$ cat config.mk
export PLATFORM = sky130hd
export DESIGN_NAME = controlRegisters
export DESIGN_NICKNAME = d
export VERILOG_FILES = /design/src/common/datapathPkg.sv /design/src/datapath/controlRegisters.sv
export SDC_FILE = /design/constraint.sdc
export NUM_CORES = 1
export LEC_CHECK = 0
export ABC_AREA = 1
export BUFFER_PORTS_ARGS = -buffer_cell sky130_fd_sc_hd__buf_2
export CAP_MARGIN = 0
export CORE_AREA = 2 2 165 167
export CTS_BUF_LIST = sky130_fd_sc_hd__clkbuf_16
export DETAILED_ROUTE_END_ITERATION = 10
export DIE_AREA = 0 0 167 169
export GPL_TIMING_DRIVEN = 0
export PLACE_DENSITY = 0.7
export SYNTH_ARGS = -nofsm -noshare
export SYNTH_HDL_FRONTEND = slang
export SYNTH_SLANG_ARGS = --single-unit
$ cat constraint.sdc
create_clock -name Clock -period 2.1 [get_ports Clock]
set_clock_uncertainty 0.1 [all_clocks]
set_input_delay 0.21 -clock Clock [delete_from_list [all_inputs] [get_ports Clock]]
set_output_delay 0.21 -clock Clock [all_outputs]
set_load 0.02 [all_outputs]
$ cat src/common/datapathPkg.sv
`default_nettype none

package datapathPkg;

    // **********************************************************************
    // Widths
    // **********************************************************************
    localparam int dataWidth   = 32;
    localparam int regCount    = 16;
    localparam int regSelWidth = 4;
    localparam int opWidth     = 5;

    // **********************************************************************
    // ALU opcodes
    // **********************************************************************
    localparam logic [opWidth-1:0] opAdd = 5'b00011;
    localparam logic [opWidth-1:0] opSub = 5'b00100;
    localparam logic [opWidth-1:0] opShr = 5'b00101;
    localparam logic [opWidth-1:0] opShl = 5'b00110;
    localparam logic [opWidth-1:0] opOr  = 5'b01010;
    localparam logic [opWidth-1:0] opAnd = 5'b01011;
    localparam logic [opWidth-1:0] opMul = 5'b01111;
    localparam logic [opWidth-1:0] opDiv = 5'b10000;
    localparam logic [opWidth-1:0] opNeg = 5'b10001;
    localparam logic [opWidth-1:0] opNot = 5'b10010;

    // The same IR word seen as a three-register or as a register-constant format.
    typedef union packed {
        struct packed {
            logic [opWidth-1:0]     opcode;
            logic [regSelWidth-1:0] ra;
            logic [regSelWidth-1:0] rb;
            logic [regSelWidth-1:0] rc;
            logic [14:0]            unused;
        } rFmt;
        struct packed {
            logic [opWidth-1:0]     opcode;
            logic [regSelWidth-1:0] ra;
            logic [regSelWidth-1:0] rb;
            logic [18:0]            c;        // Signed constant field.
        } iFmt;
    } instrWord;

endpackage

`default_nettype wire

$ cat src/datapath/controlRegisters.sv
`timescale 1ns/1ps
`default_nettype none

module controlRegisters (
    input  logic                                Clock,
    input  logic                                rstN,
    input  logic [datapathPkg::dataWidth-1:0]   busValue,
    input  logic [datapathPkg::dataWidth-1:0]   mDataIn,
    input  logic                                read,
    input  logic [2*datapathPkg::dataWidth-1:0] aluResult,
    input  logic                                pcIn,
    input  logic                                irIn,
    input  logic                                yIn,
    input  logic                                zIn,
    input  logic                                hiIn,
    input  logic                                loIn,
    input  logic                                marIn,
    input  logic                                mdrIn,
    output logic [datapathPkg::dataWidth-1:0]   pcValue,
    output logic [datapathPkg::dataWidth-1:0]   mdrValue,
    output logic [datapathPkg::dataWidth-1:0]   yValue,
    output logic [datapathPkg::dataWidth-1:0]   zHighValue,
    output logic [datapathPkg::dataWidth-1:0]   zLowValue,
    output logic [datapathPkg::dataWidth-1:0]   hiValue,
    output logic [datapathPkg::dataWidth-1:0]   loValue,
    output logic [datapathPkg::dataWidth-1:0]   marValue,
    output logic [datapathPkg::dataWidth-1:0]   constValue
);
    import datapathPkg::*;

    instrWord             irValue;
    logic [dataWidth-1:0] mdrSource;

    assign mdrSource = read ? mDataIn : busValue; // Memory wins while a read is active.

    // **********************************************************************
    // Special registers, all loaded on the rising edge under their strobe
    // **********************************************************************
    always_ff @(posedge Clock or negedge rstN) begin
        if (!rstN) begin
            pcValue    <= '0;
            irValue    <= '0;
            yValue     <= '0;
            zHighValue <= '0;
            zLowValue  <= '0;
            hiValue    <= '0;
            loValue    <= '0;
            marValue   <= '0;
            mdrValue   <= '0;
        end else begin
            if (pcIn)  pcValue  <= busValue;
            if (irIn)  irValue  <= busValue;
            if (yIn)   yValue   <= busValue;
            if (hiIn)  hiValue  <= busValue;
            if (loIn)  loValue  <= busValue;
            if (marIn) marValue <= busValue;
            if (mdrIn) mdrValue <= mdrSource;
            if (zIn) begin
                {zHighValue, zLowValue} <= aluResult;
            end
        end
    end

    // The 19-bit constant of the immediate format, sign-extended for the bus.
    assign constValue = {{(dataWidth - 19){irValue.iFmt.c[18]}}, irValue.iFmt.c};

    // A memory word has nowhere to land unless MDR is being loaded.
    readLoadsMdr: assert property (@(posedge Clock) disable iff (!rstN)
        read |-> mdrIn)
        else $error("controlRegisters: read high without mdrIn");

endmodule

`default_nettype wire

Yosys cells after proc, flatten, opt, wreduce, memory -nomap -nowiden
Cells that the tools add are included.

storage, ports and cells
  register bits = 275
  input bits = 139
  output and inout port bits = 288
  logic and storage cells = 10

operators by class
  muxes and demuxes = 1

operators with widths
  kind                count
  32-bit two-way mux  1

Depth between registers and ports, before layout
  depth after elaboration = 1
  depth in mapped cells = 6
  depth with buffers taken out = 4

Worst setup path after synthesis
No wires, ideal clock.

  path kind = flip-flop to output port
  start point = reg irValue[18] in the netlist's numbering
  end point = out constValue[19] in the netlist's numbering
  arrival = 0.848 ns
  data required time = 1.790 ns
  path slack = 0.942 ns
  cell stages (with the launch flop) = 2
  buffers on the path = 1
  path through = dfrtp_1 buf_4

RTL lines
  what                    line                    text
  from (decl)             controlRegisters.sv:31  instrWord irValue;
  from (signal assigned)  controlRegisters.sv:52  if (irIn) irValue <= busValue;
  to (decl)               controlRegisters.sv:27  output logic [datapathPkg::dataWidth-1:0] constValue

No word-level cell between the ends.

Final worst setup path
  start point = in mDataIn[0] in the netlist's numbering
  end point = reg mdrValue[0] in the netlist's numbering

on the way
  longest elaborated chain between the ends = 1

ends and longest elaborated chain
  what                  line                    text
  from (decl)           controlRegisters.sv:8   input logic [datapathPkg::dataWidth-1:0] mDataIn,
  32-bit two-way mux    controlRegisters.sv:34  assign mdrSource = read ? mDataIn : busValue;
  to (signal assigned)  controlRegisters.sv:57  if (mdrIn) mdrValue <= mdrSource;
  to (decl)             controlRegisters.sv:20  output logic [datapathPkg::dataWidth-1:0] mdrValue,

Every way passes these cells.
A chain may end at the register's enable or synchronous reset.

==> qor.txt <==
Sequential element share of the synthesized area -> 0.643
CTS sink cnt -> 275
DRT iter0 DRCs -> 823
Final setup vio count -> 0
TritonCTS Buffers -> 30
Worst-Skew Late Latency -> 0.55 ns
Leakage power -> 8.28 nW
Switching pwr -> 0.00429 W
Initial Util -> 0.404
Met3 usage -> 0.0603
Clock Tree Root -> clkbuf_16
Worst-path cell chain -> dlygate4sd3_1 > buf_2 > inv_1 > nand2_1 > dlygate4sd3_1 > nand3_1 > dlygate4sd3_1 > nand2_1
Worst min path class -> in2async
CTS HTree Levels -> 1
Seq pwr share -> 0.419
# Post-CTS Setup Buffers -> 0
Share of layout cells above drive strength 1 -> 0.310
Syn nets -> 1270
Clock transition at the registers of the reported paths -> 0.06 ns
First-pass GRT wire length -> 60200 µm
Pint -> 0.0102 W
Syn_area_per_cell -> 9.47 µm²
Mapped cell area -> 10700 µm²
Tmin final -> 1.87 ns
Cell Area, Placed -> 13300 µm²
Clk network pwr share -> 0.392
Yosys warns -> 0
Antenna Nets Post-Route -> 0
Fmax achieved -> 535 MHz
Max-slew headroom -> 0.549
Startpoint Class -> primary input
Core Box Area -> 26500 µm²
Antenna violations before repair -> 1
Layout fillers -> 2115
Placer congestion estimate -> 0.866
GRT Util Overall -> 0.270
CP max stage cell -> dlygate4sd3_1
Synth area leaders -> dfrtp_1, a21oi_1, nand2_1
Drt wl/cell -> 18.5 µm
Count of final hold-check violations -> 0
Routed WL -> 39200 µm
Maximum clock path buffer count -> 3
Share of power burned in combinational logic -> 0.190
Tightest Pin Transition -> 0.677 ns
GR met2 Demand/Resource -> 0.468
Crit path DAT -> 2.21 ns
Setup CP Type -> in2reg
Drt first pass iters -> 5
CP dominant cell by count -> dlygate4sd3_1
Dpl hpwl -> 25200 µm
Synth top area share -> 0.643
Die Ht -> 169 µm
CP Capture Type -> flop
Status -> complete, no violations
VDD IR-drop max -> 0.585 mV
Floorplan row count -> 60
Fin crit share -> 0.889
Vias in the first global route -> 10900
Maxcap violations -> 0
Final WS setup -> 0.233 ns
PwrDens -> 902 nW/µm²
Num ports -> 427
Sw frac -> 0.295
Area leader, netlist -> dfrtp_1
CTS tree -> done
Max Slew Vio Count -> 0
Most crowded layer after global routing -> met2
Met1 Track Usage GR -> 0.326
Slowest stage delay, CP -> 0.56 ns
DR DRC count -> 0
RSZ-0062 raised after global routing -> no
CP Max Fanout -> 2
Die Wd -> 167 µm
Synth Register Bits -> 275
Port-buffer cells -> 417
Largest net degree at the start of global routing -> 121
GRT Residual Overflow -> 0
Routed vias/inst -> 5.00
Synth cell types -> 15
Layout area overhead -> 50.3%
Cells after Synth -> 1131
WP data required -> 2.44 ns
DIE AREA -> 28200 µm²
Pre-CTS setup slack -> 0.832 ns
Total Nets Final -> 1895
Post-CTS Resized -> 0
Routed vias -> 10600
Final instance area -> 16100 µm²
-- placed cells by master (no fill, tap or decap) --
cell type / n
bufinv_16: 6
inv_8: 1
clkinv_4: 1
clkbuf_16: 31
nand3_1: 32
nor2_1: 179
dfrtp_1: 275
buf_4: 36
inv_6: 3
diode_2: 1
clkbuf_1: 1
inv_2: 1
o21ai_2: 5
clkbuf_2: 5
clkinvlp_4: 1
o21ai_1: 7
clkinv_2: 4
buf_8: 1
nand2_1: 192
clkinv_1: 3
buf_6: 10
buf_16: 2
inv_1: 134
o21ai_0: 52
buf_2: 444
dlygate4sd3_1: 174
a21oi_1: 179
-- cell families (layout without fill, tap and decap cells) --
group,count (synthesis),after routing,share of synthesized area
AOI/OAI and AO/OA,243,243,0.115
buffers and inverters,210,858,0.0971
other,0,1,0
DFF,275,275,0.643
and+or+nand+nor,403,403,0.145
-- metrics by stage --
step	hold WS, ns	setup TNS, ns	power (W)	util	cells
4_1_cts	0.000141	0	0.0145	0.607	2120
3_5_place_dp	0.0163	0	0.00857	0.501	1891
5_1_grt	0.0157	0	0.0150	0.607	2121
2_1_floorplan	-0.186	0	0.00747	-	1131
3_3_place_gp	0.314	-1172.20	0.00851	0.499	1889
6_report	0.0158	0	0.0145	0.607	2121
-- synth_stat cells --
master	instances
dfrtp_1	275
nand2_1	192
a21oi_1	179
nor2_1	179
inv_1	129
o21ai_0	52
buf_4	36
nand3_1	32
buf_2	28
buf_6	10
o21ai_1	7
clkbuf_2	5
o21ai_2	5
clkbuf_1	1
inv_2	1
-- registers in the layout, indices dropped and copies added (netlist names) --
signal / flops
zLowValue: 32
pcValue: 32
loValue: 32
mdrValue: 32
zHighValue: 32
marValue: 32
irValue: 19
yValue: 32
hiValue: 32
-- worst max-delay path: cells and delay by family --
family,cells,cell delay (ns)
buffers and inverters,5,1.83
AND/OR/NAND/NOR,3,0.17
-- layer usage --
layer,share of wire,up-vias
li1,-,4776
met5,0,-
met1,0.38,5103
met4,0.042,0
met3,0.086,137
met2,0.49,586
-- final timing paths --
check,start,end,slack [ns],cells past startpoint
setup / recovery,mDataIn[0],mdrValue[0],0.23,8
setup reg to reg,irValue[18],irValue[18],0.56,3
max in group asynchronous,rstN,hiValue[10],0.92,3
hold reg to reg,mdrValue[9],mdrValue[9],0.38,2
min in group Clock,busValue[18],hiValue[18],0.02,3
hold / removal,rstN,mdrValue[29],0.02,2
-- final cells by class --
cell class	instances	area (µm²)	area share
repair buffers	593	3890	0.242
flip-flops and latches	275	6880	0.428
clock inverters	24	284	0.0177
multi-input cells	646	2790	0.173
diodes	1	2.50	0.000156
plain buffers	80	552	0.0343
well taps	341	427	0.0265
inverters	130	488	0.0303
clock buffers	31	776	0.0482
-- what timing repair did --
| item | 4_1_cts | 5_1_grt |
|---|---|---|
| endpoints found under the setup margin | 0 | 0 |
| hold endpoints to repair | 528 | 0 |
| hold buffers | 174 | 0 |
-- power groups by stage --
| stage | registers (W) | logic, W | clock network, W |
|---|---|---|---|
| CTS | 0.00606 | 0.00271 | 0.00577 |
| detailed placement | 0.00615 | 0.00242 | 0 |
| floorplan | 0.00675 | 0.000721 | 0 |
| global placement | 0.00614 | 0.00237 | 0 |
| global route | 0.00613 | 0.00295 | 0.00597 |
| finish | 0.00608 | 0.00275 | 0.00569 |
(Power assumes the default switching activity.)
