## config.mk

```make
export PLATFORM = sky130hd
export DESIGN_NAME = registerFile
export DESIGN_NICKNAME = d
export VERILOG_FILES = /design/src/common/datapathPkg.sv /design/src/datapath/registerFile.sv
export SDC_FILE = /design/constraint.sdc
export NUM_CORES = 1
export LEC_CHECK = 0
export ABC_CLOCK_PERIOD_IN_PS = 1300
export BUFFER_PORTS_ARGS = -buffer_cell sky130_fd_sc_hd__buf_4
export CORE_AREA = 2 2 221 223
export CTS_CLUSTER_SIZE = 8
export DETAILED_ROUTE_END_ITERATION = 10
export DIE_AREA = 0 0 223 225
export PLACE_DENSITY_LB_ADDON = 0.25
export SYNTH_ARGS = -nofsm -noshare
export SYNTH_HDL_FRONTEND = slang
export SYNTH_SLANG_ARGS = --single-unit
```

## constraint.sdc

```tcl
create_clock -name Clock -period 1.3 [get_ports Clock]
set_input_delay 0 -clock Clock [delete_from_list [all_inputs] [get_ports Clock]]
set_output_delay 0 -clock Clock [all_outputs]
set_load 0.02 [all_outputs]
```

## src/common/datapathPkg.sv

```systemverilog
`default_nettype none

package datapathPkg;

    // **********************************************************************
    // Widths
    // **********************************************************************
    localparam int dataWidth   = 32;
    localparam int regCount    = 16;
    localparam int regSelWidth = 4;
    localparam int opWidth     = 5;

    // **********************************************************************
    // ALU opcodes
    // **********************************************************************
    localparam logic [opWidth-1:0] opAdd = 5'b00011;
    localparam logic [opWidth-1:0] opSub = 5'b00100;
    localparam logic [opWidth-1:0] opShr = 5'b00101;
    localparam logic [opWidth-1:0] opShl = 5'b00110;
    localparam logic [opWidth-1:0] opOr  = 5'b01010;
    localparam logic [opWidth-1:0] opAnd = 5'b01011;
    localparam logic [opWidth-1:0] opMul = 5'b01111;
    localparam logic [opWidth-1:0] opDiv = 5'b10000;
    localparam logic [opWidth-1:0] opNeg = 5'b10001;
    localparam logic [opWidth-1:0] opNot = 5'b10010;

    // The same IR word seen as a three-register or as a register-constant format.
    typedef union packed {
        struct packed {
            logic [opWidth-1:0]     opcode;
            logic [regSelWidth-1:0] ra;
            logic [regSelWidth-1:0] rb;
            logic [regSelWidth-1:0] rc;
            logic [14:0]            unused;
        } rFmt;
        struct packed {
            logic [opWidth-1:0]     opcode;
            logic [regSelWidth-1:0] ra;
            logic [regSelWidth-1:0] rb;
            logic [18:0]            c;        // Signed constant field.
        } iFmt;
    } instrWord;

endpackage

`default_nettype wire

```

## src/datapath/registerFile.sv

```systemverilog
`timescale 1ns/1ps
`default_nettype none

module registerFile (
    input  logic                                                   Clock,
    input  logic                                                   rstN,
    input  logic [datapathPkg::regCount-1:0]                       regIn,
    input  logic [datapathPkg::dataWidth-1:0]                      busValue,
    output logic [datapathPkg::regCount-1:0][datapathPkg::dataWidth-1:0] regData
);
    import datapathPkg::*;

    // The general registers R0 to R15.
    always_ff @(posedge Clock or negedge rstN) begin
        if (!rstN) begin
            regData <= '0;
        end else begin
            for (int i = 0; i < regCount; i++) begin
                if (regIn[i]) begin
                    regData[i] <= busValue; // Only the strobed register changes.
                end
            end
        end
    end

    // The control unit names one destination per transfer.
    oneDestination: assert property (@(posedge Clock) disable iff (!rstN)
        $onehot0(regIn))
        else $error("registerFile: regIn not one-hot, regIn=%h", regIn);

endmodule

`default_nettype wire

```

* After elaboration in Yosys (flattened, before gate mapping)
Index checks and enable logic that the tools add are counted.
** Storage, ports and cells
- Register bits :: 512
- Logic and storage cells :: 16

* Depth between registers and ports, before layout
Gate-level depths: netlist (run 1).
- Depth after elaboration :: 0
- Depth in mapped cells :: 3
- Mapped depth without buffers :: 1

* Worst setup path before layout (run 1)
No wires, ideal clock.
- Path type :: register to register
- From :: reg regData[0] (netlist name)
- To :: reg regData[0] (netlist name)
- Arrival time :: 0.710 ns
- Required time :: 1.175 ns
- Slack :: 0.465 ns
- Cell stages (with the launch flop) :: 2
- Cells stage by stage :: dfrtp_1 > mux2_4
** RTL lines
- end signal: indexed assignment :: RTL line registerFile.sv:20 : regData[i] <= busValue;
- end: declaration :: RTL line registerFile.sv:9 : output logic [datapathPkg::regCount-1:0][datapathPkg::dataWidth-1:0] regData

* Final worst setup path (run 1)
- From :: reg regData[61] (netlist name)
- To :: out regData[61] (netlist name)
No word-level cell between the ends.

==> results of run 1 <==
[cells by family after synthesis]
logic type / count (synthesis) / share of synthesized area
buf+inv: 96 / 0.0469
flops: 512 / 0.633
mux: 512 / 0.320
[final cells by class]
cell class	instances	area (µm²)	share of cell area
clock buffer	78	1920	0.0701
tap	615	769	0.0281
sequential	512	12800	0.468
antenna	1	2.50	0.0000914
multi-input combinational	512	6480	0.237
clock inverter	6	73.8	0.00270
timing repair buffer	650	5330	0.195
[worst paths after layout]
check / from / to / slack, ns
setup / recovery: regData[61]$_DFFE_PN0P_ / regData[61] / 0.11
hold / removal: regIn[9] / regData[310]$_DFFE_PN0P_ / 0.03
setup reg to reg: regData[136]$_DFFE_PN0P_ / regData[136]$_DFFE_PN0P_ / 0.48
hold reg to reg: regData[225]$_DFFE_PN0P_ / regData[225]$_DFFE_PN0P_ / 0.50
max in group asynchronous: rstN / regData[29]$_DFFE_PN0P_ / 0.72
min in group asynchronous: rstN / regData[17]$_DFFE_PN0P_ / 0.17
[Yosys cell counts]
| cell | number | share of area |
|---|---|---|
| buf_6 | 35 | 0.019 |
| dfrtp_1 | 512 | 0.63 |
| mux2_4 | 190 | 0.14 |
| mux2_2 | 322 | 0.18 |
| clkbuf_1 | 32 | 0.0059 |
| buf_8 | 29 | 0.022 |
[layer usage]
metal / vias to the layer above / share of wire / routed length, µm
li1: 5154 / - / -
met1: 6450 / 0.40 / 25100
met2: 485 / 0.48 / 29700
met3: 94 / 0.083 / 5160
met4: 0 / 0.033 / 2040
met5: - / 0 / 0
[power breakdown]
part,internal [mW],switching [mW]
Clock,10.3,6.67
Sequential,17.6,0.982
Combinational,4.10,4.69
Total,32.0,12.3
==> metrics.csv, run 1 <==
metric,value,unit
via_count,12183,
power.leakage,13.0,nW
setup_tns,0,ns
synth_nets,1170,
htreeDepth,3,
drc,0,
maxCapViolCount,0,
cp_num_buf_inv,1,
gr-usage-met3,0.0729,
hold_violations,0,
grt.total_usage,0.245,
fmax,0.840,GHz
largest_register_ff_count,512,
initial_utilization,0.426,
portBuffers,561,
cts_setup_buffers,0,
arrival,1.19,ns
cts_tree,built,
place_area,0.0249,mm²
min_path_cells,2,
synthCells,1120,
pre_cts_ws,0.274,ns
critical_path.top_delay_family,flip-flops,
end_kind,output port,
ios,562,
layoutNonFillerInstCount,2374,
clk_latency,0.58,ns
dp_hpwl,41.4,mm
cts_buffer_depth,3,
hold_buffers,49,
slowest_stage,dfrtp_1,
post-route-cell-area,0.0274,mm²
clk_pin_slew,0.05,ns
grt_pass1_vias,13032,
finalCriticalPeriod,1.19,ns
top_register,regData,
crit_chain,buf_4,
drive_gt1_frac,0.681,
avgSynthCellArea,18.1,µm²
dr.pass1.iters,4,
grt_pass1_wl,89.9,mm
dieArea,0.0502,mm²
postCtsResizedCells,0,
top_regs,regData x512,
max_slew_margin,0.600,
final_util,0.576,
slowest_delay,0.42,ns
finalSetupViolCount,0,
drtAntennaViolNets,0,
timing.final.crit_share,0.916,
fp.coreArea,0.0475,mm²
crit_path_max_fanout,2,
final_nets,1800,
n_fill_cell,3694,
wl_per_cell,26.1,µm
dieWidth,223,µm
grtUsageMet1,0.313,
start_kind,flop,
vdd_drop_max,1080,µV
mostFrequentLayoutCell,buf_4,
setup_slack,0.109,ns
place_congestion,0.797,
vias_per_cell,5.13,
antenna_found_initial,0,
outcome,"complete, no violations",
gr-total-overflow,0,
areaGrowthSynthToFinish,35.3,%
drv_slew,0,
drt_iter0_markers,563,
worst-path-stages,1,
ys_seq_area_frac,0.633,
ys_types,6,
grt_busiest_layer,met2,
rsz0062_at_grt,no,
clock_skew,0,ns
rows,80,
cts_num_sinks,512,
final_cell_mix,"575 x buf_4, 512 x dfrtp_1, 322 x mux2_2",
fp.dieH,225,µm
cp.required,1.30,ns
grtUsageMet2,0.393,
worstRegToRegCells,1,
yosys_warnings,0,
ys_seq_elements,512,
min_path_type,in -> reg,
grt_max_degree,65,
p_per_area,1620,mW/mm²
cts_buffers,74,
netlist_area,0.0202,mm²
totalPowerFinal,44.4,mW
wl,61.9,mm
worstSetupPathType,reg -> out,
holdWs,0.0337,ns
dp_cells,2240,
cts_root_buffer,clkbuf_16,
worstMarginPinSlew,0.600,ns
No activity file was read; power rests on OpenSTA's default activity.
==> inputs of run 2 (changes only) <==
--- a/config.mk
+++ b/config.mk
@@ -5,12 +5,12 @@
 export SDC_FILE = /design/constraint.sdc
 export NUM_CORES = 1
 export LEC_CHECK = 0
-export ABC_CLOCK_PERIOD_IN_PS = 1300
+export ABC_CLOCK_PERIOD_IN_PS = 1250
 export BUFFER_PORTS_ARGS = -buffer_cell sky130_fd_sc_hd__buf_4
-export CORE_AREA = 2 2 221 223
+export CORE_AREA = 2 2 219 221
 export CTS_CLUSTER_SIZE = 8
 export DETAILED_ROUTE_END_ITERATION = 10
-export DIE_AREA = 0 0 223 225
+export DIE_AREA = 0 0 221 223
 export PLACE_DENSITY_LB_ADDON = 0.25
 export SYNTH_ARGS = -nofsm -noshare
 export SYNTH_HDL_FRONTEND = slang
==> constraint.sdc (replaced) <==
create_clock -name Clock -period 1.25 [get_ports Clock]
set_input_delay 0 -clock Clock [delete_from_list [all_inputs] [get_ports Clock]]
set_output_delay 0 -clock Clock [all_outputs]
set_load 0.02 [all_outputs]
==> metrics.csv, run 2 (same netlist as run 1, synthesis figures left out) <==
metric,value,unit
post-route-cell-area,0.0274,mm²
cts_buffer_depth,3,
place_congestion,0.801,
largest_register_ff_count,512,
clk_pin_slew,0.05,ns
dp_hpwl,41.1,mm
finalCriticalPeriod,1.18,ns
maxCapViolCount,0,
slowest_delay,0.42,ns
drv_slew,0,
cts_num_sinks,512,
end_kind,output port,
top_register,regData,
initial_utilization,0.429,
worstMarginPinSlew,0.526,ns
totalPowerFinal,45.8,mW
drc,0,
final_cell_mix,"571 x buf_4, 512 x dfrtp_1, 322 x mux2_2",
p_clk_frac,0.379,
critical_path.top_delay_family,flip-flops,
via_count,12070,
final_util,0.581,
rows,80,
p_int,33.3,mW
clk_latency,0.57,ns
grt_max_degree,77,
violations,hold timing,
timing.final.crit_share,0.941,
rsz0062_at_grt,no,
grt_pass1_wl,89.3,mm
hold_buffers,50,
fp.dieH,223,µm
cts_setup_buffers,0,
start_kind,flop,
n_fill_cell,3662,
p_switching,12.5,mW
gr-total-overflow,0,
slowest_stage,dfrtp_1,
cp.required,1.25,ns
max_slew_margin,0.650,
top_regs,regData x512,
pre_cts_ws,0.270,ns
outcome,"complete, but fails checks",
setup_slack,0.0743,ns
fp.coreArea,0.0471,mm²
finalSetupViolCount,0,
cts_tree,built,
htreeDepth,3,
place_area,0.0249,mm²
num_antenna_cells,0,
cts_root_buffer,clkbuf_16,
drt_iter0_markers,599,
power.leakage,13.0,nW
clock_skew,0,ns
dr.pass1.iters,4,
areaGrowthSynthToFinish,35.3,%
grt_pass1_vias,13111,
cp_num_buf_inv,1,
ios,562,
setup_tns,0,ns
p_per_area,1670,mW/mm²
cts_buffers,73,
fmax,0.851,GHz
grt.total_usage,0.243,
arrival,1.18,ns
seqPwrFrac,0.422,
combPwrFrac,0.200,
worstSetupPathType,reg -> out,
dieWidth,221,µm
drive_gt1_frac,0.680,
min_path_type,in -> async,
crit_chain,buf_4,
final_nets,1799,
wl,60.0,mm
hold_violations,14,
vdd_drop_max,1550,µV
antenna_found_initial,0,
crit_path_max_fanout,2,
dieArea,0.0493,mm²
holdWs,-0.0979,ns
portBuffers,561,
drtAntennaViolNets,0,
mostFrequentLayoutCell,buf_4,
vias_per_cell,5.10,
p_sw_frac,0.273,
wl_per_cell,25.4,µm
[run 2: changes by cell type in the layout (fill, tap and decap cells not counted)]
cell           delta
diode_2           -1
clkinvlp_4        -1
clkbuf_8          -1
buf_12            +3
dlygate4sd3_1     +1
clkbuf_1          -1
clkinv_8          -3
clkbuf_16         +1
buf_4             -4
[run 2: stage by stage]
stage / cells / hold WS, ns
global route: 2368 / -0.105
detailed placement: 2240 / -0.130
global placement: 2240 / -0.134
finish: 2368 / -0.0979
floorplan: 1120 / -0.296
CTS: 2369 / 0.0544
[run 2: path summary, 6_finish.rpt]
path / slack, ns / startpoint / cells past startpoint / endpoint
setup / recovery: 0.07 / regData[351]$_DFFE_PN0P_ / 1 / regData[351]
min in group Clock: 0.37 / regIn[13] / 3 / regData[422]$_DFFE_PN0P_
hold / removal: -0.1 / rstN / 2 / regData[460]$_DFFE_PN0P_
hold reg to reg: 0.50 / regData[213]$_DFFE_PN0P_ / 1 / regData[213]$_DFFE_PN0P_
setup reg to reg: 0.45 / regData[351]$_DFFE_PN0P_ / 1 / regData[351]$_DFFE_PN0P_
max in group asynchronous: 0.62 / rstN / 4 / regData[29]$_DFFE_PN0P_
[run 2: area by class of cell]
cell class / count / area [µm²] / area share
flip-flops and latches: 512 / 12800 / 0.468
multi-input cells: 512 / 6480 / 0.237
repair buffers: 650 / 5370 / 0.196
clock buffers: 77 / 1930 / 0.0704
well taps: 615 / 769 / 0.0281
clock inverters: 2 / 17.5 / 0.000640
[run 2: layer usage]
metal,part of all wire,global-route usage
met3,0.071,0.0782
met1,0.41,0.311
met2,0.48,0.388
met4,0.037,0.0918
met5,0,0
[run 2: timing repair]
action / CTS / global route
endpoints found under the hold margin: 1024 / 14
resized for setup: 0 / 0
endpoints found under the setup margin: 0 / 14
[run 2: power by group through the flow]
stage / combinational, mW / sequential [mW] / clock (mW)
3_5_place_dp: 9.07 / 19.5 / 0
2_1_floorplan: 2.71 / 21.4 / 0
5_1_grt: 9.54 / 19.5 / 18.5
6_report: 9.13 / 19.3 / 17.3
3_3_place_gp: 8.98 / 19.4 / 0
4_1_cts: 9.22 / 19.3 / 17.8
