==> src/common/datapathPkg.sv <==
`default_nettype none

package datapathPkg;

    // **********************************************************************
    // Widths
    // **********************************************************************
    localparam int dataWidth   = 32;
    localparam int regCount    = 16;
    localparam int regSelWidth = 4;
    localparam int opWidth     = 5;

    // **********************************************************************
    // ALU opcodes
    // **********************************************************************
    localparam logic [opWidth-1:0] opAdd = 5'b00011;
    localparam logic [opWidth-1:0] opSub = 5'b00100;
    localparam logic [opWidth-1:0] opShr = 5'b00101;
    localparam logic [opWidth-1:0] opShl = 5'b00110;
    localparam logic [opWidth-1:0] opOr  = 5'b01010;
    localparam logic [opWidth-1:0] opAnd = 5'b01011;
    localparam logic [opWidth-1:0] opMul = 5'b01111;
    localparam logic [opWidth-1:0] opDiv = 5'b10000;
    localparam logic [opWidth-1:0] opNeg = 5'b10001;
    localparam logic [opWidth-1:0] opNot = 5'b10010;

    // The same IR word seen as a three-register or as a register-constant format.
    typedef union packed {
        struct packed {
            logic [opWidth-1:0]     opcode;
            logic [regSelWidth-1:0] ra;
            logic [regSelWidth-1:0] rb;
            logic [regSelWidth-1:0] rc;
            logic [14:0]            unused;
        } rFmt;
        struct packed {
            logic [opWidth-1:0]     opcode;
            logic [regSelWidth-1:0] ra;
            logic [regSelWidth-1:0] rb;
            logic [18:0]            c;        // Signed constant field.
        } iFmt;
    } instrWord;

endpackage

`default_nettype wire

==> src/datapath/busMux.sv <==
`timescale 1ns/1ps
`default_nettype none

module busMux (
    input  logic                                                   Clock,
    input  logic                                                   rstN,
    input  logic [datapathPkg::regCount-1:0]                       regOut,
    input  logic [datapathPkg::regCount-1:0][datapathPkg::dataWidth-1:0] regData,
    input  logic                                                   pcOut,
    input  logic [datapathPkg::dataWidth-1:0]                      pcValue,
    input  logic                                                   mdrOut,
    input  logic [datapathPkg::dataWidth-1:0]                      mdrValue,
    input  logic                                                   zHighOut,
    input  logic [datapathPkg::dataWidth-1:0]                      zHighValue,
    input  logic                                                   zLowOut,
    input  logic [datapathPkg::dataWidth-1:0]                      zLowValue,
    input  logic                                                   hiOut,
    input  logic [datapathPkg::dataWidth-1:0]                      hiValue,
    input  logic                                                   loOut,
    input  logic [datapathPkg::dataWidth-1:0]                      loValue,
    input  logic                                                   cOut,
    input  logic [datapathPkg::dataWidth-1:0]                      constValue,
    output logic [datapathPkg::dataWidth-1:0]                      busValue
);
    import datapathPkg::*;

    logic [regCount+6:0] outStrobes;

    assign outStrobes = {regOut, pcOut, mdrOut, zHighOut, zLowOut, hiOut, loOut, cOut};

    // Each source is masked by its strobe and all are ORed, so an idle bus reads zero.
    always_comb begin
        busValue = '0;
        for (int i = 0; i < regCount; i++) begin
            busValue |= {dataWidth{regOut[i]}} & regData[i];
        end
        busValue |= {dataWidth{pcOut}}    & pcValue;
        busValue |= {dataWidth{mdrOut}}   & mdrValue;
        busValue |= {dataWidth{zHighOut}} & zHighValue;
        busValue |= {dataWidth{zLowOut}}  & zLowValue;
        busValue |= {dataWidth{hiOut}}    & hiValue;
        busValue |= {dataWidth{loOut}}    & loValue;
        busValue |= {dataWidth{cOut}}     & constValue;
    end

    // **********************************************************************
    // A second driver would silently merge two words on the bus.
    // **********************************************************************
    singleDriver: assert property (@(posedge Clock) disable iff (!rstN)
        $onehot0(outStrobes))
        else $error("busMux: more than one out-strobe high, strobes=%b", outStrobes);

endmodule

`default_nettype wire

==> config.mk <==
export PLATFORM = sky130hd
export DESIGN_NAME = busMux
export DESIGN_NICKNAME = d
export VERILOG_FILES = /design/src/common/datapathPkg.sv /design/src/datapath/busMux.sv
export SDC_FILE = /design/constraint.sdc
export NUM_CORES = 1
export LEC_CHECK = 0
export BUFFER_PORTS_ARGS = -buffer_cell sky130_fd_sc_hd__buf_2
export CORE_AREA = 2 2 306 308
export DETAILED_ROUTE_END_ITERATION = 16
export DIE_AREA = 0 0 308 310
export SLEW_MARGIN = 10
export SYNTH_ARGS = -nofsm -noshare
export SYNTH_HDL_FRONTEND = slang
export SYNTH_SLANG_ARGS = --single-unit
==> constraint.sdc <==
create_clock -name vclk -period 3
set_clock_uncertainty 0.15 [all_clocks]
set_input_delay 0.3 -clock vclk [all_inputs]
set_output_delay 0.3 -clock vclk [all_outputs]
set_load 0.01 [all_outputs]
# Word-level counts from Yosys, hierarchy flattened
# Index checks and enable logic that the tools add are counted.
[word_totals]
regBits = 0
output_inout_bits = 32
in_bits = 761
elab_cells = 45
[classes]
bitwise_logic = 45
[op_table]
columns = ["cell", "count"]
rows = [
  ["32-bit bitwise AND", 23],
  ["32-bit bitwise OR", 22],
]

# Logic depth before layout (Yosys ltp)
# Gate-level depths: netlist (run 1).
[logic_depth]
depth_word = 23
depth_mapped = 6
depth_no_buf = 4

# Worst setup path after synthesis (run 1)
# No wires, ideal clock.
[synth_timing]
kind = "input -> output"
start = "in regOut[4] (netlist bit)"
end = "out busValue[25] (netlist bit)"
path_buffers = 1
t_required_ns = 2.550
slack_ns = 1.309
path_stages = 5
arrival_ns = 1.241
path_cell_list = "buf_6 a22o_1 a221oi_2 nand3_1 or3_1"
[synth_between]
elab_chain_cells = 20
[synth_lines]
columns = ["item", "line_no", "rtl"]
rows = [
  ["start, declared", "busMux.sv:7", "input logic [datapathPkg::regCount-1:0] regOut,"],
  ["32-bit bitwise AND", "busMux.sv:35", "busValue |= {dataWidth{regOut[i]}} & regData[i];"],
  ["32-bit bitwise OR (12 in a row)", "busMux.sv:35", ""],
  ["32-bit bitwise OR", "busMux.sv:37", "busValue |= {dataWidth{pcOut}} & pcValue;"],
  ["32-bit bitwise OR", "busMux.sv:38", "busValue |= {dataWidth{mdrOut}} & mdrValue;"],
  ["32-bit bitwise OR", "busMux.sv:39", "busValue |= {dataWidth{zHighOut}} & zHighValue;"],
  ["32-bit bitwise OR", "busMux.sv:40", "busValue |= {dataWidth{zLowOut}} & zLowValue;"],
  ["32-bit bitwise OR", "busMux.sv:41", "busValue |= {dataWidth{hiOut}} & hiValue;"],
  ["32-bit bitwise OR", "busMux.sv:42", "busValue |= {dataWidth{loOut}} & loValue;"],
  ["32-bit bitwise OR", "busMux.sv:43", "busValue |= {dataWidth{cOut}} & constValue;"],
  ["end, declared", "busMux.sv:23", "output logic [datapathPkg::dataWidth-1:0] busValue"],
]
# Every way passes these cells.

# Worst setup path after layout (run 1)
[layout_timing]
start = "in regOut[3] (netlist bit)"
end = "out busValue[7] (netlist bit)"
[layout_between]
elab_chain_cells = 21
[layout_lines]
columns = ["item", "line_no"]
rows = [
  ["32-bit bitwise AND", "busMux.sv:35"],
  ["32-bit bitwise OR (13 in a row)", "busMux.sv:35"],
  ["32-bit bitwise OR", "busMux.sv:37"],
  ["32-bit bitwise OR", "busMux.sv:38"],
  ["32-bit bitwise OR", "busMux.sv:39"],
  ["32-bit bitwise OR", "busMux.sv:40"],
  ["32-bit bitwise OR", "busMux.sv:41"],
  ["32-bit bitwise OR", "busMux.sv:42"],
  ["32-bit bitwise OR", "busMux.sv:43"],
]
# Every way passes these cells.

==> summary.txt, run 1 <==
Outcome
  – Status: finished, final reports clean

STA
  – Worst slew pin tran: 1.05 ns
  – Final period util: 99.1%
  – Hold Violations, Final: 0
  – Setup-failing EPs final: 0
  – Worst hold slack: 0.768 ns
  – Unrepaired setup endpoints after global routing: false
  – Post-route minimum period: 2.97 ns
  – Final WS setup: 0.0276 ns
  – F_max: 336 MHz
  – Fin. max-slew vios: 0
  – Slew headroom: 30.0%

Logic synthesis
  – Mapped Cells: 549
  – Post-Synth Simple-Gate Area: 18.1%
  – Yosys cell types: 13
  – Seq/Total Area, Yosys: 0%
  – Post-synthesis mux area share: 0%
  – Post-Synth Adder-Cell Area: 0%
  – Post-Synth XOR/XNOR Area: 0%
  – Largest family of logic cells by synthesized area: compound AO/OA/AOI/OAI gates
  – Area fraction in compound gates after synthesis: 73.4%
  – Synthesized area per cell: 7.06 sq um
  – Syn_nets: 1,310
  – Yosys warnings: 0
  – Mapped Area: 3880 sq um

Drt
  – Via count: 10,300
  – Wire length per cell: 37.9 um
  – Final ANT Viol Nets: 0
  – DRC Markers: 0
  – First DRT Iteration DRCs: 1,130
  – Drt via density: 4.00
  – Wirelength, routed: 97,300 um
  – Pre-Repair DR Iteration Count: 6

Setup path
  – Most common cell type on the critical path: buf_2
  – CP max stage delay: 0.77 ns
  – Crit. End Element: primary output
  – Worst path cell trace: buf_2 -> a22oi_1 -> nand4_1 -> or3_1 -> buf_2
  – Crit path buf inv count: 2
  – Critical path's slowest cell: a22oi_1
  – Worst-path fanout max: 26
  – Critical Path Source Type: input pin
  – Critical Path AT: 2.52 ns
  – CP Class: input pin to primary output
  – Delay-heaviest family, CP: simple AND/OR/NAND/NOR gates
  – Worst endpoint required time: 2.55 ns

Cells and area
  – Num sequential: 0
  – Reg area: 0 sq um
  – Ratio of cells with drive above 1 in the final layout: 64.8%
  – Final #Nets: 2,100
  – Layout area overhead: 148%
  – Final Util: 10.4%
  – Clock buf count: 0

Global route
  – Largest net degree at the start of global routing: 27
  – Antenna violations before repair: 101
  – First-pass GRT wire length: 114,000 um
  – All-Layer GR Usage: 19.1%
  – Vias in the first global route: 9,550
  – GRT Residual Overflow: 0

Worst hold path
  – Hold Path Class: input pin to primary output

Power and ir drop
  – Pwr dens: 158 nW/um^2
  – Peak supply drop: 75.2 uV
  – P_leak: 0.00443 uW

Floorplan
  – Num ports: 793
  – Die Width: 308 um
  – Starting density of the core: 4.19%
  – Core Box Area: 92,500 sq um
  – DIE AREA: 95,500 sq um
  – Vert. Die Dim: 310 um
  – Row cnt: 112

Run
  – Max capacitance violation total: 0

Placement
  – GPL Wtd Cong: 0.876
  – PortBufs: 791
  – Worst slack, placed: -0.0824 ns
  – DPL Wire Length: 87,000 um

CTS
  – Number of post-CTS setup repair buffers: 0
==> synth_stat cells <==
cell      number  area share [%]
buf_2         16             2.1
a22o_1        32             7.2
a221oi_1      25             5.6
nand4_1       46             7.4
a222oi_1      32             8.3
nor2_1        14             1.4
clkbuf_1      46             4.5
nand3_1       50             6.5
or3_1         18             2.9
buf_4          1            0.19
a22oi_1      256              50
buf_6          6             1.7
a221oi_2       7             2.7
==> cell usage in the layout (no fill, tap or decap) <==
| cell type | synthesis | layout |
|---|---|---|
| buf_2 | 16 | 790 |
| a22oi_1 | 256 | 255 |
| buf_4 | 1 | 63 |
| nand3_1 | 50 | 50 |
| nand4_1 | 46 | 46 |
| a22o_1 | 32 | 32 |
| a222oi_1 | 32 | 32 |
| diode_2 | 0 | 30 |
| a221oi_1 | 25 | 25 |
| or3_1 | 18 | 18 |
| nor2_1 | 14 | 13 |
| a221oi_2 | 7 | 7 |
| buf_12 | 0 | 3 |
| a22oi_2 | 0 | 1 |
| nor2_2 | 0 | 1 |
| clkbuf_4 | 0 | 1 |
==> power by group <==
| group | switching (uW) | internal [uW] |
|---|---|---|
| Clock | 0 | 0.000970 |
| Combinational | 894 | 624 |
| Sequential | 0 | 0 |
| Total | 894 | 624 |
==> kinds of logic after synthesis <==
family          after synthesis
buf+inv                      69
simple gates                128
compound gates              352
==> worst min-delay path, delay by kind of cell <==
family	cells	cell delay [ns]
AND/OR/NAND/NOR	1	0.06
buffers and inverters	2	0.20
AO/OA/AOI/OAI	1	0.05
==> per-stage QoR <==
| stage | power (uW) | area (sq um) | TNS (ns) | instances |
|---|---|---|---|---|
| finish | 1520 | 9620 | 0 | 2564 |
| global route | 1610 | 9590 | 0 | 2550 |
| CTS | 1550 | 9540 | 0 | 2534 |
| detailed placement | 1540 | 9540 | -0.0950 | 2534 |
| global placement | 1530 | 9540 | -0.122 | 2534 |
| floorplan | 424 | 3880 | 0 | 549 |
==> timing repair <==
action | 4_1_cts | 5_1_grt
hold buffers | 0 | 0
resized for setup | 1 | 2
hold endpoints to repair | 0 | 0
pin swaps | 0 | 2
endpoints found under the setup margin | 1 | 1
==> path summary, 6_finish.rpt <==
path  depth (start not counted)  slack [ns]           to     startpoint
max                           5        0.03  busValue[7]      regOut[3]
min                           4        0.77  busValue[6]  constValue[6]
==> per-layer routing <==
metal / track usage (%) / wire (um)
met3: 5.86 / 9520
met2: 32.8 / 45600
met5: 0 / 489
met1: 23.1 / 38400
met4: 4.93 / 3270
==> cell type report <==
| type | count | area (sq um) |
|---|---|---|
| Multi-Input combinational cell | 480 | 3560 |
| Fill cell | 10900 | 82900 |
| Tap cell | 1197 | 1500 |
| Timing Repair Buffer | 857 | 4490 |
| Antenna cell | 30 | 75.1 |
Power figures use the tool's default switching activity.
==> run 2: changes to the inputs <==
Settings changed: ABC_AREA set to 1, CORE_AREA 2 2 306 308 to 2 2 307 309, DIE_AREA 0 0 308 310 to 0 0 309 311.
==> run 2 against run 1 <==
  * Non-clock buffer count is 53 lower
  * Clock-buffer cell count stayed put
  * Highest routed layer unchanged
  * Critical endpoint is now busValue[11]
  * Routed wire length decreased by 13%
  * Utilization is 1.6 points higher
  * Power up 3.6%
==> summary.txt, run 2 <==
Outcome
  – Status: finished, final reports clean

Logic synthesis
  – Yosys warnings: 0
  – Area fraction in compound gates after synthesis: 0%
  – Area leader, netlist: nand2_1
  – Count leader, synth: nand2_1
  – Yosys cell types: 8
  – Mapped Cells: 1,505
  – Leading post-synthesis cells by cell area: nand2_1 72%, nor2_1 14%, buf_2 4.6%
  – Post-Synth XOR/XNOR Area: 0%
  – Seq/Total Area, Yosys: 0%
  – Synthesized area per cell: 3.92 sq um
  – Post-Synth Simple-Gate Area: 89.2%
  – Yosys top cell area share: 71.8%
  – Most instantiated cells after synthesis: 1,128 x nand2_1, 216 x nor2_1, 54 x buf_2, 46 x inv_1, 24 x nand3_1
  – Largest family of logic cells by synthesized area: simple AND/OR/NAND/NOR gates
  – Mapped Area: 5900 sq um
  – Syn_nets: 2,266
  – Post-Synth Adder-Cell Area: 0%
  – Post-synthesis mux area share: 0%

Drt
  – Via count: 12,300
  – Pre-Repair DR Iteration Count: 5
  – Final ANT Viol Nets: 0
  – Drt via density: 3.49
  – Wire length per cell: 24.1 um
  – Wirelength, routed: 84,700 um
  – First DRT Iteration DRCs: 961
  – DRC Markers: 0

STA
  – Fin. max-slew vios: 0
  – Slew headroom: 22.1%
  – Post-route minimum period: 2.80 ns
  – Unrepaired setup endpoints after global routing: false
  – Worst slew pin tran: 1.17 ns
  – F_max: 357 MHz
  – Hold Violations, Final: 0
  – Setup-failing EPs final: 0
  – Worst hold slack: 0.838 ns
  – Final period util: 93.4%
  – Total negative slack: 0 ns

Cells and area
  – Reg area: 0 sq um
  – Most frequent cells in the layout: 1,128 x nand2_1, 791 x buf_2, 216 x nor2_1, 46 x inv_1, 24 x nand3_1
  – Num sequential: 0
  – Fill count: 11,200
  – Final #Nets: 3,003
  – Clock buf count: 0
  – Layout Cells excl Fill: 3,518
  – Final Util: 12.0%
  – Layout area overhead: 89.1%
  – Commonest non-fill, non-tap cell in the layout: nand2_1
  – Ratio of cells with drive above 1 in the final layout: 36.2%

Global route
  – All-Layer GR Usage: 16.6%
  – Global routing's busiest layer: met2
  – Antenna violations before repair: 83
  – Routing usage on met1: 22.0%
  – M3 GR Usage: 4.33%
  – GRT Residual Overflow: 0
  – First-pass GRT wire length: 104,000 um
  – Largest net degree at the start of global routing: 33
  – Vias in the first global route: 11,400
  – Met2 Use GR: 26.9%

Floorplan
  – Num ports: 793
  – DIE AREA: 96,100 sq um
  – Core Box Area: 92,800 sq um
  – Row cnt: 112
  – Vert. Die Dim: 311 um
  – Starting density of the core: 6.36%
  – Die Width: 309 um

Worst hold path
  – Hold Crit Start: loValue[20]
  – Hold endpoint: busValue[20]
  – Hold Path Class: input pin to primary output
  – Hold path depth: 6

Power and ir drop
  – Peak supply drop: 64.6 uV
  – Pwr dens: 141 nW/um^2
  – P_leak: 0.00693 uW

Setup path
  – Critical Path AT: 2.35 ns
  – Crit. End Element: primary output
  – CP Class: input pin to primary output
  – Worst endpoint required time: 2.55 ns
  – Critical Path Source Type: input pin
  – Worst-path fanout max: 28

Run
  – Max capacitance violation total: 0

CTS
  – Number of post-CTS setup repair buffers: 0
  – # hold bufs at CTS: 0
  – Post-CTS sizing: 0

Placement
  – PortBufs: 791
  – DPL Wire Length: 77,500 um
  – GPL Wtd Cong: 0.927
  – # placed instances: 3,494
run 2: cell count changes after synthesis, moves of 7 or more:
cell      previous run  this run
inv_1                0        46
nor2_1              14       216
nand3_1             50        24
nand2_1              0      1128
clkbuf_1            46         0
a222oi_1            32         0
buf_2               16        54
or3_1               18         0
a221oi_2             7         0
buf_6                6        15
nand4_1             46        16
a22o_1              32         0
a221oi_1            25         0
a22oi_1            256         0
run 2: metal layers:
layer  vias to the layer above  part of all wire, %
li1                       5954                    -
met1                      5346                   45
met2                       756                   44
met3                       151                  8.5
met4                        56                  2.6
met5                         -                 0.46
run 2: critical path, stage by stage:
cell and delay [ns]:
buf_2 0.46, nand2_1 0.20, nand2_1 0.06, nor2_1 0.17, nand2_1 0.18, nor2_1 0.58
nand2_1 0.14, buf_2 0.21
run 2: worst max-delay path by stage:
stage,slack (ns),depth (start not counted),from,endpoint
final,0.20,8,regOut[12],busValue[11]
after global routing,0.05,8,regOut[0],busValue[3]
after CTS,0.14,8,regOut[0],busValue[3]
after detailed placement,0.14,8,regOut[0],busValue[3]
after global placement,0.17,8,regOut[0],busValue[3]
after floorplan,1.70,7,regOut[5],busValue[30]
run 2: power breakdown:
part	total [uW]	internal, uW	switching (uW)
logic	1570	592	980
registers	0	0	0
clock network	0.000818	0.000818	0
run 2: area by class of cell:
type,instances,area (sq um),area share (%)
multi-input cells,1384,5270,47.2
inverters,52,195,1.75
diodes,24,60.1,0.538
well taps,1254,1570,14.1
repair buffers,804,4070,36.5
run 2: per-stage QoR:
stage	worst slack [ns]	total power, uW	area, sq um
after global routing	0.0484	1760	11100
after CTS	0.136	1630	11100
after floorplan	1.70	595	5900
after detailed placement	0.139	1630	11100
after global placement	0.172	1610	11100
final	0.199	1570	11200
run 2: kinds of logic after synthesis:
logic type             Yosys count
buffers and inverters          121
AND/OR/NAND/NOR               1384
